<file path="src/design/cache_pkg.sv">
// shared definitions for the 4-way data cache
// geometry constants, address decodings, request and memory command structs
// and the controller state type

package cache_pkg;

	// 32-byte lines, 16 sets, 4 ways
	localparam int offset_bits    = 5;
	localparam int index_bits     = 4;
	localparam int tag_bits       = 23;
	localparam int way_count      = 4;
	localparam int way_bits       = 2;
	localparam int beats_per_line = 4;	// 64-bit beats on the memory port
	localparam int beat_bits      = 2;
	localparam int line_bits      = 256;

	// lookup view of an address
	typedef struct packed {
		logic [tag_bits-1:0]    tag;
		logic [index_bits-1:0]  index;
		logic [offset_bits-1:0] offset;
	} addr_fields_t;

	// memory port view of the same address
	typedef struct packed {
		logic [31-offset_bits:0] line;
		logic [beat_bits-1:0]    beat;
		logic                    half;	// 32-bit word within the beat
		logic [1:0]              byte_sel;
	} addr_beats_t;

	typedef union packed {
		addr_fields_t fields;
		addr_beats_t  beats;
	} cache_addr_t;

	// core request as held by the controller
	typedef struct packed {
		logic        read;
		logic        write;
		cache_addr_t address;
		logic [3:0]  byteenable;
		logic [31:0] writedata;
	} core_req_t;

	// command side of the 64-bit burst port
	typedef struct packed {
		logic        read;
		logic        write;
		cache_addr_t address;
		logic [7:0]  byteenable;
		logic [3:0]  burstcount;
		logic [63:0] writedata;
	} mem_cmd_t;

	typedef enum logic [1:0] {
		st_idle,
		st_refill_req,	// burst read held until accepted
		st_refill_data,	// counting returned beats
		st_write_beat	// single write-through beat
	} ctrl_state_t;

endpackage
</file>
<file path="src/design/plru_tree.sv">
// tree pseudo-LRU replacement for the data cache
// three bits per set, victim choice with empty-way priority,
// update toward the other half of the tree on every touch

module plru_tree (
	input  logic                            clock,
	input  logic                            reset,
	input  cache_pkg::core_req_t            req,
	input  logic [cache_pkg::way_count-1:0] valid_set,
	input  logic                            touch,
	input  logic [cache_pkg::way_bits-1:0]  touch_way,
	output logic [cache_pkg::way_bits-1:0]  victim_way
);

	// bit 0 root, 1 picks the odd pair
	// bit 1 pair of ways 0 and 2, bit 2 pair of ways 1 and 3
	logic [2:0] tree [2**cache_pkg::index_bits];

	logic [cache_pkg::index_bits-1:0] set;
	logic [2:0]                       node;
	logic                             leaf;

	assign set  = req.address.fields.index;
	assign node = tree[set];
	assign leaf = node[0] ? node[2] : node[1];

	always_comb begin
		victim_way = {leaf, node[0]};
		// lowest empty way takes priority
		for (int w = cache_pkg::way_count - 1; w >= 0; w--) begin
			if (!valid_set[w])
				victim_way = cache_pkg::way_bits'(w);
		end
	end

	always_ff @(posedge clock or posedge reset) begin
		if (reset) begin
			for (int s = 0; s < 2**cache_pkg::index_bits; s++) begin
				tree[s] <= '0;
			end
		end else if (touch) begin
			tree[set][0] <= ~touch_way[0];	// root away from the used pair
			if (touch_way[0])
				tree[set][2] <= ~touch_way[1];
			else
				tree[set][1] <= ~touch_way[1];
		end
	end

endmodule

</file>
<file path="config.mk">
export PLATFORM = sky130hd
export DESIGN_NAME = plru_tree
export DESIGN_NICKNAME = d
export VERILOG_FILES = /design/src/design/cache_pkg.sv /design/src/design/plru_tree.sv
export SDC_FILE = /design/constraint.sdc
export NUM_CORES = 1
export LEC_CHECK = 0
export BUFFER_PORTS_ARGS = -buffer_cell sky130_fd_sc_hd__buf_4
export CAP_MARGIN = 20
export CORE_ASPECT_RATIO = 1.25
export CORE_MARGIN = 8
export CORE_UTILIZATION = 54
export DETAILED_ROUTE_END_ITERATION = 12
export PLACE_DENSITY_LB_ADDON = 0.1
export SYNTH_ARGS = -nofsm -noshare
export SYNTH_HDL_FRONTEND = slang
export SYNTH_SLANG_ARGS = --single-unit
</file>
<file path="constraint.sdc">
create_clock -name clock -period 4.3 [get_ports clock]
set_input_delay 0.43 -clock clock [delete_from_list [all_inputs] [get_ports clock]]
set_output_delay 0.43 -clock clock [all_outputs]
set_load 0.03 [all_outputs]
</file>
==> metrics.csv <==
metric,value,unit
vias,1822,
start_util,55.64,%
largestRegisters,tree: 48 flops,
cts-htree-levels,2,
grt_usage,16.49,%
multi_input_area,1111,um2
p_leak,1.103,nW
max_cap_viol_count,0,
synth_flop_cell,dfrtp_1,
nets,315,
min_path_type,input pin to asynchronous set/reset pin,
antenna_found_initial,0,
tightest_slew,0.9726,ns
switching_share,27.63,%
synthCells,231,
cp_common_cell,buf_4,
mappedNetlistNets,310,
core_area,4358,um2
cts_hold_buf,0,
ys_async_sr_fraction,100.0,%
seqPwrFrac,54.8,%
gp_congestion,0.7732,
cts_buffers,5,
pre_cts_slack,1.613,ns
worstSetupEndpointType,primary output,
cts_setup_buffers,0,
worst_slack,1.599,ns
io_pins,81,
grt_overflow,0,
synth-seq-cells,48,
synth_cell_types,34,
period_share,62.82,%
clock_path_buffers,2,
cp_top_family,multiplexers,
ys_top_cells_by_area,"dfrtp_1, mux4_2, nand2_1, o21a_1, o21ai_0",
syn_to_final_growth,7.946,%
drtIter0Drc,205,
top_register,tree,
fin_worst_skew,0,ns
max-slew-margin-rel,35.07,%
cts_root_buffer,clkbuf_8,
syn_area,2425,um2
portBuffers,14,
switching_power,0.3028,mW
ir_drop,0.0001810,V
via_per_inst,6.176,
drc,0,
yosysSeqAreaShare,49.54,%
ctsResizeCount,0,
grt_pass1_vias,1880,
die_area,6904,um2
insertion_delay,0.29,ns
crit_path_max_incr_delay,0.66,ns
synth.avg_cell_area,10.50,um2
fillers,380,
slew_violations,0,
power_frac_clock,24.6,%
setup_violations,0,
die_h,90.92,um
path_cells,buf_4 -> mux4_1 -> a22oi_2 -> nand3_2 -> o21ai_0 -> a21boi_0 -> buf_4,
cts_tree,done,
rsz0062_at_grt,false,
cp-start-kind,input pin,
cts.clk_slew.worst_paths,0.08,ns
path_buf_inv,2,
largest_register_ffs,48,
cp_slowest_cell,mux4_1,
rows,27,
netlist.area_leader.share,49.54,%
power_frac_comb,20.6,%
worstPathMaxFanout,21,
wire_per_inst,17.99,um
antenna-diode-count,0,
grt_pass1_wl,9.232,mm
worstPathArrival,2.27,ns
synth_edf_count,0,
min_period,2.701,ns
post-dp-hpwl,3.691,mm
totalWireLength,5.308,mm
yosysTopAreaCell,dfrtp_1,
powerDensity,418.6,nW/um2
path_class,input pin to primary output,
drive_gt1_share,15.61,%
internal_power,0.7929,mW
hold_viol,0,
yosysWarnings,0,
fmax,370.2,MHz
antenna_left,0,
numClockSinks,48,
die_x,75.94,um
tns,0,ns
dr.pass1.iters,4,
status,"finished, final reports clean",
grt_max_degree,49,
cp_data_required_time,3.87,ns
seq_area,1201,um2
area by class of cell:
class / instances / share of cell area [%]
clock buffers: 8 / 3.442
inverters: 10 / 1.434
multi-input cells: 157 / 42.45
flip-flops and latches: 48 / 45.89
well taps: 58 / 2.772
repair buffers: 14 / 4.015
kinds of logic after synthesis:
group           synth area share (%)
mux                            14.65
compound gates                 15.27
buf+inv                        4.644
simple gates                   15.89
flops                          49.54
worst paths after layout:
kind	startpoint	to	slack [ns]	cells after the start
setup / recovery	req[41]	victim_way[0]	1.60	7
hold / removal	reset	tree[5]$_DFFE_PP0P_	0.36	2
setup reg to reg	tree[24]$_DFFE_PP0P_	tree[24]$_DFFE_PP0P_	3.53	1
hold reg to reg	tree[32]$_DFFE_PP0P_	tree[32]$_DFFE_PP0P_	0.48	1
max in group asynchronous	reset	tree[33]$_DFFE_PP0P_	3.33	2
min in group clock	tree[32]$_DFFE_PP0P_	tree[32]$_DFFE_PP0P_	0.48	1
layout by cell type, fill, tap and decap left out, drive strengths merged, types with 8 or more instances in the layout:
cell type / n
a21oi: 9
buf: 14
clkbuf: 8
dfrtp: 48
inv: 10
mux4: 12
nand2: 32
nand3: 8
nor2: 11
nor4: 8
o21a: 12
o21ai: 17
routing by layer:
| metal | vias to the layer above | GRT usage [%] | routed length, um |
|---|---|---|---|
| li1 | 855 | - | - |
| met1 | 901 | 19.68 | 2169 |
| met4 | 0 | 8.525 | 146 |
| met5 | - | 0 | 0 |
| met2 | 52 | 26.91 | 2718 |
| met3 | 14 | 3.984 | 274 |
synthesized netlist by cell type, types with 3 or more instances:
cell	instances
clkbuf_1	8
nand2_1	32
o31ai_1	6
nand3_1	7
o21a_1	12
inv_1	10
a31oi_1	6
nor4_1	6
nor3_1	7
mux4_2	11
o21ai_0	16
nand2b_1	3
a21oi_1	9
buf_2	6
mux2i_1	7
nand4_1	3
nor2_1	11
dfrtp_1	48
nor2b_1	4
power by group through the flow:
stage               Sequential (mW)  Combinational [mW]  Clock [mW]
global route                  0.612               0.252       0.299
CTS                           0.600               0.229       0.277
finish                        0.601               0.226       0.269
detailed placement            0.609               0.228           0
global placement              0.598               0.218           0
floorplan                     0.586               0.182           0
per-stage QoR:
step / cell area (um2) / utilization (%) / instances / hold slack, ns / power, mW
2_1_floorplan: 2425 / - / 231 / 0.4440 / 0.7681
3_3_place_gp: 2527 / 58.00 / 287 / 0.4604 / 0.8162
3_5_place_dp: 2527 / 58.00 / 287 / 0.4658 / 0.8372
4_1_cts: 2618 / 60.06 / 295 / 0.3956 / 1.106
5_1_grt: 2618 / 60.06 / 295 / 0.4305 / 1.163
6_report: 2618 / 60.06 / 295 / 0.3608 / 1.096
No activity file was read; power rests on OpenSTA's default activity.
