==> config.mk <==
export PLATFORM = sky130hd
export DESIGN_NAME = tag_lookup
export DESIGN_NICKNAME = d
export VERILOG_FILES = /design/src/design/cache_pkg.sv /design/src/design/tag_lookup.sv
export SDC_FILE = /design/constraint.sdc
export NUM_CORES = 1
export LEC_CHECK = 0
export BUFFER_PORTS_ARGS = -buffer_cell sky130_fd_sc_hd__buf_2
export CAP_MARGIN = 25
export CORE_MARGIN = 10
export CORE_UTILIZATION = 63
export DETAILED_ROUTE_END_ITERATION = 16
export PLACE_DENSITY = 0.84
export SLEW_MARGIN = 10
export SYNTH_ARGS = -nofsm -noshare
export SYNTH_HDL_FRONTEND = slang
export SYNTH_SLANG_ARGS = --single-unit
==> constraint.sdc <==
create_clock -name clock -period 3.9 [get_ports clock]
set_clock_uncertainty 0.1 [all_clocks]
set_input_delay 0.195 -clock clock [delete_from_list [all_inputs] [get_ports clock]]
set_output_delay 0.195 -clock clock [all_outputs]
set_load 0.1 [all_outputs]
==> src/design/cache_pkg.sv <==
// shared definitions for the 4-way data cache
// geometry constants, address decodings, request and memory command structs
// and the controller state type

package cache_pkg;

	// 32-byte lines, 16 sets, 4 ways
	localparam int offset_bits    = 5;
	localparam int index_bits     = 4;
	localparam int tag_bits       = 23;
	localparam int way_count      = 4;
	localparam int way_bits       = 2;
	localparam int beats_per_line = 4;	// 64-bit beats on the memory port
	localparam int beat_bits      = 2;
	localparam int line_bits      = 256;

	// lookup view of an address
	typedef struct packed {
		logic [tag_bits-1:0]    tag;
		logic [index_bits-1:0]  index;
		logic [offset_bits-1:0] offset;
	} addr_fields_t;

	// memory port view of the same address
	typedef struct packed {
		logic [31-offset_bits:0] line;
		logic [beat_bits-1:0]    beat;
		logic                    half;	// 32-bit word within the beat
		logic [1:0]              byte_sel;
	} addr_beats_t;

	typedef union packed {
		addr_fields_t fields;
		addr_beats_t  beats;
	} cache_addr_t;

	// core request as held by the controller
	typedef struct packed {
		logic        read;
		logic        write;
		cache_addr_t address;
		logic [3:0]  byteenable;
		logic [31:0] writedata;
	} core_req_t;

	// command side of the 64-bit burst port
	typedef struct packed {
		logic        read;
		logic        write;
		cache_addr_t address;
		logic [7:0]  byteenable;
		logic [3:0]  burstcount;
		logic [63:0] writedata;
	} mem_cmd_t;

	typedef enum logic [1:0] {
		st_idle,
		st_refill_req,	// burst read held until accepted
		st_refill_data,	// counting returned beats
		st_write_beat	// single write-through beat
	} ctrl_state_t;

endpackage
==> src/design/tag_lookup.sv <==
// tag lookup for the data cache
// tag and valid arrays per set and way, parallel tag compare,
// hit way encode and line install

module tag_lookup (
	input  logic                            clock,
	input  logic                            reset,
	input  cache_pkg::core_req_t            req,
	input  logic                            install,
	input  logic [cache_pkg::way_bits-1:0]  install_way,
	output logic                            hit,
	output logic [cache_pkg::way_bits-1:0]  hit_way,
	output logic [cache_pkg::way_count-1:0] valid_set
);

	logic [cache_pkg::tag_bits-1:0]  tag_mem [cache_pkg::way_count][2**cache_pkg::index_bits];
	logic [cache_pkg::way_count-1:0] valid_mem [2**cache_pkg::index_bits];

	logic [cache_pkg::index_bits-1:0] set;
	logic [cache_pkg::tag_bits-1:0]   tag;
	logic [cache_pkg::way_count-1:0]  match;

	assign set = req.address.fields.index;
	assign tag = req.address.fields.tag;

	assign valid_set = valid_mem[set];

	// compare all ways at once
	always_comb begin
		for (int w = 0; w < cache_pkg::way_count; w++) begin
			match[w] = valid_set[w] && (tag_mem[w][set] == tag);
		end
	end

	assign hit = |match;

	// at most one way matches, lowest wins anyway
	always_comb begin
		hit_way = '0;
		for (int w = cache_pkg::way_count - 1; w >= 0; w--) begin
			if (match[w])
				hit_way = cache_pkg::way_bits'(w);
		end
	end

	always_ff @(posedge clock or posedge reset) begin
		if (reset) begin
			for (int s = 0; s < 2**cache_pkg::index_bits; s++) begin
				valid_mem[s] <= '0;
			end
		end else if (install) begin
			valid_mem[set][install_way] <= 1'b1;
		end
	end

	always_ff @(posedge clock) begin
		if (install)
			tag_mem[install_way][set] <= tag;	// new line's tag
	end

endmodule

==> run metrics <==
LEAKAGE 0.0231 uW; first-pass GRT wire length 231 mm; Total GRT Usage 0.295; WL/cell between 30 and 40 um; Synth Instances about 2900; Post-Layout Cell Count 4593; layout cells sized above 1 0.296; dpl ws -287 ps; Tcrit/Tclk final 1.13; drt total wl roughly 160 mm; Congestion Overflow GR 0; Most used DFF post-synth edfxtp_1; CP arrival 4110 ps; total power 34800 uW; TritonCTS buffer count 144; register bit count reported by yosys ~1500; failing checks negative setup slack; Yosys cell types 66; Register Area 45800 sq um; row cnt 114; Sw Pwr 7590 uW; drt first pass iters 6; CP Launch Type flip-flop; Worst-Margin Slew 1050 ps; initial antenna violation count 7; Max-cap violations 0; Post-Syn Area per Cell 21.1 sq um; switch share 0.218; Placer Congestion 0.925; endpoint type of the worst setup path primary output; largest net degree at the start of global routing 70; cell chosen for the clock root clkbuf_16; Area Growth Syn to Fin 13.5%; area of the multi-input gates 14200 sq um; Combinational Power Share 0.071; vias in the first global route 33200; Final HPWL DP approximately 89 mm; Via Count approximately 33000; TritonCTS clock tree built; Achievable Freq 227 MHz; CP required roughly 3600 ps; slew margin rel. 0.297; crit path kind flip-flop to primary output; most common cell after layout, fill and taps aside edfxtp_1; Sink Count 1536; Seq/Total Area, Yosys 0.751; clock period minus worst slack 4410 ps; Int Power 27200 uW; via/cell ratio slightly above 7; crit path max fanout 2; # IOs a little over 80; Die ar. 110000 sq um; Port Buffers 38; Worst Hold Class input pin to flip-flop; die width 331 um; Final Hold Vio Count 0; clock latency on the worst-skew pair approximately 740 ps; RSZ-0062 raised after global routing true; async set-or-reset flop fraction in the synthesized netlist 0.0417; Max Transition Viols Final 0; syn nets ~3000; most frequent cells in the layout 1472 x edfxtp_1, 314 x mux4_2, 232 x mux2i_1, 224 x buf_4, 144 x clkbuf_16; Yosys warnings 0; PwrDens roughly 500 nW/um^2; core box area 96400 sq um; placed cell count 4308; area of the mapped netlist slightly above 60000 sq um; Nets 3276; die height roughly 330 um; reg2reg path depth 1; clock network power share 0.400; DRT iter0 DRCs 5149; Initial Util 0.632; antenna viol nets, final 0; Post-synth EDFFs 1472; H-Tree Depth 4; residual DRC count 0; Final setup viols 3; Hold Path Cell Cnt 2; Worst-path clk slew 70 ps; Clock Path Buffers 3; outcome finished, violations left; Fillers roughly 5200; Seq pwr share 0.530; Max VDD drop 0.303 mV; final worst slack -509 ps
[path summary, 6_finish.rpt]
| kind | start | endpoint | slack (ps) |
|---|---|---|---|
| worst max-delay path | tag_mem[0][44] | hit_way[1] | -510 |
| worst max register to register | valid_mem[57] | valid_mem[57] | 2960 |
| worst min register to register | valid_mem[3] | valid_mem[3] | 370 |
| worst min-delay path | req[59] | tag_mem[2][60] | 50 |
| max in group asynchronous | reset | valid_mem[18] | 2620 |
| min in group asynchronous | reset | valid_mem[31] | 100 |
[sequential cells by signal, indices dropped and copies added (netlist names)]
signal,flops
valid_mem,64
tag_mem,1472
[final cells by class]
cell class	instances	area share
Tap cell	1276	0.0231
Antenna cell	4	0.000145
Clock buffer	173	0.0542
Sequential cell	1536	0.662
Inverter	15	0.000850
Clock inverter	85	0.0126
Timing Repair Buffer	316	0.0414
Multi-Input combinational cell	1188	0.205
[routing by layer]
metal	vias to the layer above	wire length, um	track usage
met2	2904	77000	0.465
met3	515	20800	0.0705
met4	4	8320	0.140
met1	16800	53900	0.390
met5	-	54	0
li1	12500	-	-
[power by group through the flow]
| stage | logic (uW) | registers [uW] | clock network, uW |
|---|---|---|---|
| finish | 2450 | 18400 | 13900 |
| CTS | 2410 | 18400 | 14000 |
| detailed placement | 2320 | 18700 | 0 |
| global placement | 2230 | 18700 | 0 |
| floorplan | 1400 | 18700 | 0 |
| global route | 2540 | 18400 | 14600 |
[synthesized netlist by cell type (all sizes together) (10+ instances only)]
master | instances | area share
a22o | 13 | 0.0019
nor2 | 84 | 0.0052
mux4 | 336 | 0.13
o22ai | 16 | 0.0016
edfxtp | 1472 | 0.72
nor2b | 14 | 0.0014
mux2 | 14 | 0.0026
o21ai | 25 | 0.0021
clkbuf | 35 | 0.0023
a21oi | 20 | 0.0016
or2 | 66 | 0.0068
mux2i | 234 | 0.038
xor2 | 20 | 0.0029
nand2 | 79 | 0.0049
dfrtp | 64 | 0.026
a22oi | 42 | 0.0052
xnor2 | 78 | 0.011
nand3 | 20 | 0.0016
inv | 12 | 0.00074
buf | 118 | 0.016
a221oi | 22 | 0.0035
and3 | 10 | 0.0010
nand4 | 11 | 0.0011
[metrics by stage]
stage	TNS (ps)	area, sq um	utilization	hold slack [ps]
2_1_floorplan	-207	61000	-	194
3_3_place_gp	-394	64300	0.666	259
3_5_place_dp	-653	64300	0.666	296
4_1_cts	-1410	69200	0.717	13.5
5_1_grt	-1500	69200	0.717	31.2
6_report	-1500	69200	0.717	48.1
[cells by family (layout without fill, tap and decap cells)]
kind of cell / after synthesis / after routing / share of synthesized area
buf+inv: 169 / 589 / 0.0195
xor+xnor: 98 / 98 / 0.0141
simple gates: 317 / 317 / 0.0256
mux: 584 / 584 / 0.167
other cells: 0 / 4 / 0
flops: 1536 / 1536 / 0.751
compound gates: 189 / 189 / 0.0231
[what timing repair did]
| item | CTS | global route |
|---|---|---|
| hold endpoints to repair | 409 | 0 |
| resized for setup | 13 | 3 |
| pin swaps | 7 | 2 |
| hold buffers | 22 | 0 |
| endpoints found under the setup margin | 3 | 3 |
| setup buffers | 1 | 0 |
[worst max-delay path, cell delays in order, from the launching register on]
cell       delay [ps]
edfxtp_1          370
mux4_2            510
xnor2_2           220
o21ai_2           100
a22oi_2           220
o2111ai_2         200
or4_4             600
a2111oi_4         550
buf_4             250
nor2b_4            50
nor2b_4           130
buf_12            160
No activity file was read; power rests on OpenSTA's default activity.
