## config.mk

```make
export PLATFORM = sky130hd
export DESIGN_NAME = cache_controller
export DESIGN_NICKNAME = d
export VERILOG_FILES = /design/src/design/cache_pkg.sv /design/src/design/cache_controller.sv
export SDC_FILE = /design/constraint.sdc
export NUM_CORES = 1
export LEC_CHECK = 0
export BUFFER_PORTS_ARGS = -buffer_cell sky130_fd_sc_hd__buf_4
export CORE_AREA = 2 2 105 107
export CTS_BUF_LIST = sky130_fd_sc_hd__clkbuf_16
export DETAILED_ROUTE_END_ITERATION = 10
export DIE_AREA = 0 0 107 109
export PLACE_DENSITY = 0.75
export REMOVE_ABC_BUFFERS = 1
export SLEW_MARGIN = 20
export SYNTH_ARGS = -nofsm -noshare
export SYNTH_HDL_FRONTEND = slang
export SYNTH_SLANG_ARGS = --single-unit
```

## constraint.sdc

```tcl
create_clock -name clock -period 5.95 [get_ports clock]
set_input_delay 0 -clock clock [delete_from_list [all_inputs] [get_ports clock]]
set_output_delay 0 -clock clock [all_outputs]
set_load 0.02 [all_outputs]
```

## src/design/cache_pkg.sv

```systemverilog
// shared definitions for the 4-way data cache
// geometry constants, address decodings, request and memory command structs
// and the controller state type

package cache_pkg;

	// 32-byte lines, 16 sets, 4 ways
	localparam int offset_bits    = 5;
	localparam int index_bits     = 4;
	localparam int tag_bits       = 23;
	localparam int way_count      = 4;
	localparam int way_bits       = 2;
	localparam int beats_per_line = 4;	// 64-bit beats on the memory port
	localparam int beat_bits      = 2;
	localparam int line_bits      = 256;

	// lookup view of an address
	typedef struct packed {
		logic [tag_bits-1:0]    tag;
		logic [index_bits-1:0]  index;
		logic [offset_bits-1:0] offset;
	} addr_fields_t;

	// memory port view of the same address
	typedef struct packed {
		logic [31-offset_bits:0] line;
		logic [beat_bits-1:0]    beat;
		logic                    half;	// 32-bit word within the beat
		logic [1:0]              byte_sel;
	} addr_beats_t;

	typedef union packed {
		addr_fields_t fields;
		addr_beats_t  beats;
	} cache_addr_t;

	// core request as held by the controller
	typedef struct packed {
		logic        read;
		logic        write;
		cache_addr_t address;
		logic [3:0]  byteenable;
		logic [31:0] writedata;
	} core_req_t;

	// command side of the 64-bit burst port
	typedef struct packed {
		logic        read;
		logic        write;
		cache_addr_t address;
		logic [7:0]  byteenable;
		logic [3:0]  burstcount;
		logic [63:0] writedata;
	} mem_cmd_t;

	typedef enum logic [1:0] {
		st_idle,
		st_refill_req,	// burst read held until accepted
		st_refill_data,	// counting returned beats
		st_write_beat	// single write-through beat
	} ctrl_state_t;

endpackage
```

## src/design/cache_controller.sv

```systemverilog
// cache controller
// request capture, hit and miss sequencing, refill burst and
// write-through beat on the memory port, strobes to the lookup and store

module cache_controller (
	input  logic                            clock,
	input  logic                            reset,
	input  logic                            core_read,
	input  logic                            core_write,
	input  logic [31:0]                     core_address,
	input  logic [3:0]                      core_byteenable,
	input  logic [31:0]                     core_writedata,
	input  logic                            hit,
	input  logic [cache_pkg::way_bits-1:0]  hit_way,
	input  logic [cache_pkg::way_bits-1:0]  victim_way,
	input  logic                            mem_waitrequest,
	input  logic                            mem_readdatavalid,
	output logic                            core_waitrequest,
	output logic                            core_readdatavalid,
	output cache_pkg::core_req_t            req,
	output logic                            touch,
	output logic [cache_pkg::way_bits-1:0]  touch_way,
	output logic                            install,
	output logic                            refill_beat,
	output logic [cache_pkg::beat_bits-1:0] beat_index,
	output logic                            merge,
	output logic                            read_word_en,
	output logic [cache_pkg::way_bits-1:0]  way,
	output cache_pkg::mem_cmd_t             mem_cmd
);

	cache_pkg::ctrl_state_t          state;
	cache_pkg::core_req_t            live_req;
	cache_pkg::core_req_t            held_req;
	logic [cache_pkg::beat_bits-1:0] beat_count;
	logic                            data_valid;
	logic                            accept;
	logic                            in_refill;
	logic                            last_beat;

	always_comb begin
		live_req.read       = core_read;
		live_req.write      = core_write;
		live_req.address    = core_address;
		live_req.byteenable = core_byteenable;
		live_req.writedata  = core_writedata;
	end

	// lookup sees the live request in idle so a hit answers next cycle
	assign req = (state == cache_pkg::st_idle) ? live_req : held_req;

	assign accept    = (state == cache_pkg::st_idle) && (core_read || core_write);
	assign in_refill = (state == cache_pkg::st_refill_data);
	assign last_beat = mem_readdatavalid &&
		(beat_count == cache_pkg::beat_bits'(cache_pkg::beats_per_line - 1));

	assign core_waitrequest   = (state != cache_pkg::st_idle);
	assign core_readdatavalid = data_valid;

	assign way          = (state == cache_pkg::st_idle) ? hit_way : victim_way;
	assign touch_way    = way;
	assign touch        = (accept && hit) || (in_refill && last_beat);
	assign install      = in_refill && last_beat;
	assign refill_beat  = in_refill && mem_readdatavalid;
	assign beat_index   = beat_count;
	assign merge        = accept && core_write && hit;
	assign read_word_en = (accept && core_read && hit) || (in_refill && last_beat);

	always_ff @(posedge clock or posedge reset) begin
		if (reset) begin
			state      <= cache_pkg::st_idle;
			beat_count <= '0;
			data_valid <= 1'b0;
		end else begin
			data_valid <= 1'b0;
			case (state)
				cache_pkg::st_idle: begin
					if (accept) begin
						if (core_write)
							state <= cache_pkg::st_write_beat;	// hit or not
						else if (hit)
							data_valid <= 1'b1;
						else
							state <= cache_pkg::st_refill_req;
					end
				end
				cache_pkg::st_refill_req: begin
					if (!mem_waitrequest) begin
						beat_count <= '0;
						state      <= cache_pkg::st_refill_data;
					end
				end
				cache_pkg::st_refill_data: begin
					if (mem_readdatavalid) begin
						beat_count <= beat_count + 1'b1;
						if (last_beat) begin
							data_valid <= 1'b1;
							state      <= cache_pkg::st_idle;
						end
					end
				end
				cache_pkg::st_write_beat: begin
					if (!mem_waitrequest)
						state <= cache_pkg::st_idle;
				end
				default: state <= cache_pkg::st_idle;
			endcase
		end
	end

	always_ff @(posedge clock) begin
		if (accept)
			held_req <= live_req;
	end

	// command comes straight from state and the held request
	always_comb begin
		mem_cmd                        = '0;
		mem_cmd.read                   = (state == cache_pkg::st_refill_req);
		mem_cmd.write                  = (state == cache_pkg::st_write_beat);
		mem_cmd.address.beats.line     = held_req.address.beats.line;
		if (state == cache_pkg::st_write_beat) begin
			mem_cmd.address.beats.beat = held_req.address.beats.beat;
			mem_cmd.burstcount         = 4'd1;
			if (held_req.address.beats.half) begin
				mem_cmd.byteenable = {held_req.byteenable, 4'b0000};
				mem_cmd.writedata  = {held_req.writedata, 32'h0};
			end else begin
				mem_cmd.byteenable = {4'b0000, held_req.byteenable};
				mem_cmd.writedata  = {32'h0, held_req.writedata};
			end
		end else begin
			mem_cmd.burstcount = 4'(cache_pkg::beats_per_line);	// whole line
			mem_cmd.byteenable = 8'hff;
		end
	end

endmodule

```

==> flow_summary.yaml <==
yosys:
  avgSynthCellArea_um2: 12.8
  synth-compound-area-share_pct: 1.69
  ys_seq_area_share_pct: 54.8
  synthAdderAreaFrac_pct: 0.308
  synthSimpleGateAreaFrac_pct: 13.9
  yosysTopAreaCell: "edfxtp_1"
  yosys_warnings: 0
  synth_area_leaders: "edfxtp_1 52%, mux2_1 20%, and2_1 10%, buf_4 7.9%, dfrtp_1 3.1%"
  synth-edff-count: 70
  synth-seq-cells: 75
  synth_flop_cell: "edfxtp_1"
  synth_mux_area_share_pct: 19.7
  synthMostInstantiatedCell: "mux2_1"
  synth-async-reset-ratio_pct: 6.67
  syn-cell-area_um2: 4060
  synth_common_cells: "71 x mux2_1, 70 x edfxtp_1, 65 x and2_1"
  synthXorXnorAreaFrac_pct: 0
  yosysUniqueCellTypes: 25
  postSynthCellCount: 317
  synth_top_area_share_pct: 51.7
  synth_top_family_by_area: "multiplexers"
clocking:
  htree_levels: 3
  cts_resized: 0
  clk_pin_slew_ps: 60
  cts_buffers: 9
  clockBufferDepth: 2
  root_buffer: "clkbuf_16"
  insertion_delay_ps: 320
  numClockSinks: 75
  cts_setup_buffers: 0
  cts_tree: "yes"
sta:
  max_freq_ghz: 0.345
  period_share_pct: 48.7
  fin_setup_tns_ps: 0
  tightest_slew_ps: 983
  slew_headroom_pct: 34.5
  rsz0062_at_grt: "false"
  final_hold_viol_count: 0
  layout_setup_ws_ps: 3050
  setup_violations: 0
  fin_crit_ps: 2900
  fin_skew_ps: 8.14
  hold_slack_ps: 39.8
  slew_viol_final: 0
die:
  start_util_pct: 38.3
  dieHeight_um: 109
  fp-row-count: 38
  die_w_um: 107
  io_pins: 272
  core-area_um2: 10600
  design.die.area_um2: 11700
critical_path:
  crit_family: "buffers and inverters"
  cp_slowest_cell: "buf_4"
  cp_num_cells: 5
  endpoint_kind: "flop"
  reg2regPathDepth: 5
  path_buf_inv: 3
  worstPathRequired_ps: 5890
  slowest_delay_ps: 760
  crit_path_max_fanout: 73
  path_cells: "nor2_4 -> buf_4 -> inv_2 -> nor2_4 -> buf_4"
  start_kind: "flop"
  critPathArrivalTime_ps: 2830
  worstReg2RegStart: "state[1]"
  crit_start: "state[1]"
  crit_type: "flop to flop"
outcome:
  status: "finished clean"
place:
  post-place-cells: 678
  dpl_cell_area_um2: 5910
  dpl.hpwl_um: 8240
  post-place-ws_ps: 3070
  gp_congestion: 0.810
  port_buffers: 266
global_routing:
  grt_pass1_wl_um: 18100
  grt_usage_pct: 19.9
  top_usage_layer: "met2"
  grt_pass1_vias: 3523
  grt_use_met3_pct: 4.90
  grtUsageMet1_pct: 23.3
  antenna_found_initial: 0
  grt_max_degree: 74
  use_met2_pct: 36.0
  grt_overflow: 0
layout:
  antenna_cells: 0
  fin_nets: 702
  final_layout_size_suffix_gt1_share_pct: 45.6
  finish.utilization_pct: 65.1
  fillers: 758
  syn_to_final_growth_pct: 70.0
  fin_cells: 767
  stdcell_area_um2: 6910
routing:
  drc: 0
  finalWirelength_um: 12300
  num_vias: 3548
  dr.first_iter.drc_count: 175
  drtAntennaViolNets: 0
  via_per_inst: 4.63
  detail_route.wl_per_cell_um: 16.1
  firstDrtPassIters: 4
run:
  cap_viol_max_count: 0
hold_path:
  hp-start: "hit"
  whs_path_depth: 4
  min_path_type: "primary input to flop"
pwr:
  ir_drop_uv: 281
  power.leakage_nw: 3.12
  p_total_mw: 3.09
  powerDensity_nw_per_um2: 447
==> registers in the layout, indices dropped and copies added (netlist names) <==
| signal | flops |
|---|---|
| mem_cmd | 27 |
| core_readdatavalid | 1 |
| state | 2 |
| beat_index | 2 |
| held_req | 43 |
==> what timing repair did <==
item	in CTS	in global routing
setup endpoints to repair	0	0
hold buffers	73	0
hold endpoints to repair	77	0
==> placed cells by master (no fill, tap or decap), types with 4 or more instances in the layout <==
master,netlist,layout
mux2_1,71,71
dlygate4sd3_1,0,73
conb_1,1,5
dfrtp_1,5,5
nor2_1,17,16
edfxtp_1,70,70
nand2_1,5,5
clkbuf_16,0,9
inv_1,6,8
and2_1,65,65
buf_4,43,268
o21ai_1,4,4
a21oi_1,4,4
==> per-layer routing <==
metal / part of all wire (%) / up-vias / routed length [µm]
met5: 0 / - / 0
met4: 1.2 / 0 / 144
met3: 7.7 / 11 / 955
li1: - / 1677 / -
met2: 52 / 182 / 6380
met1: 39 / 1678 / 4870
==> cell families (layout without fill, tap and decap cells) <==
logic type,Yosys count,count (layout)
buf+inv,58,364
fa+ha+maj,1,1
other cells,1,5
simple gates,99,99
compound gates,12,12
mux,71,71
flops,75,75
==> final timing paths <==
path	end	slack [ps]
worst min-delay path	state[0]	40
worst min register to register	beat_index[0]	540
worst max-delay path	held_req[34]	3050
worst max register to register	held_req[34]	3050
min in group asynchronous	core_readdatavalid	170
max in group asynchronous	beat_index[0]	5580
==> worst register-to-register path, delay by kind of cell (launching register included) <==
family | cells | cell delay, ps
buf+inv | 3 | 1640
flops | 1 | 500
simple gates | 2 | 300
==> final cells by class <==
| type | count | area, µm² | area share, % |
|---|---|---|---|
| Clock inverter | 7 | 30.0 | 0.435 |
| Inverter | 7 | 26.3 | 0.380 |
| Sequential cell | 75 | 2230 | 32.2 |
| Tap cell | 140 | 175 | 2.54 |
| Timing Repair Buffer | 341 | 2740 | 39.7 |
| Clock buffer | 9 | 225 | 3.26 |
| Multi-Input combinational cell | 188 | 1480 | 21.4 |
==> where the power goes <==
group          internal [mW]  switching [mW]  leakage (nW)
combinational          0.768            1.02          2.27
sequential             0.749          0.0917         0.711
clock                  0.274           0.189         0.136
Note: power is estimated with default switching activity, not from simulation.
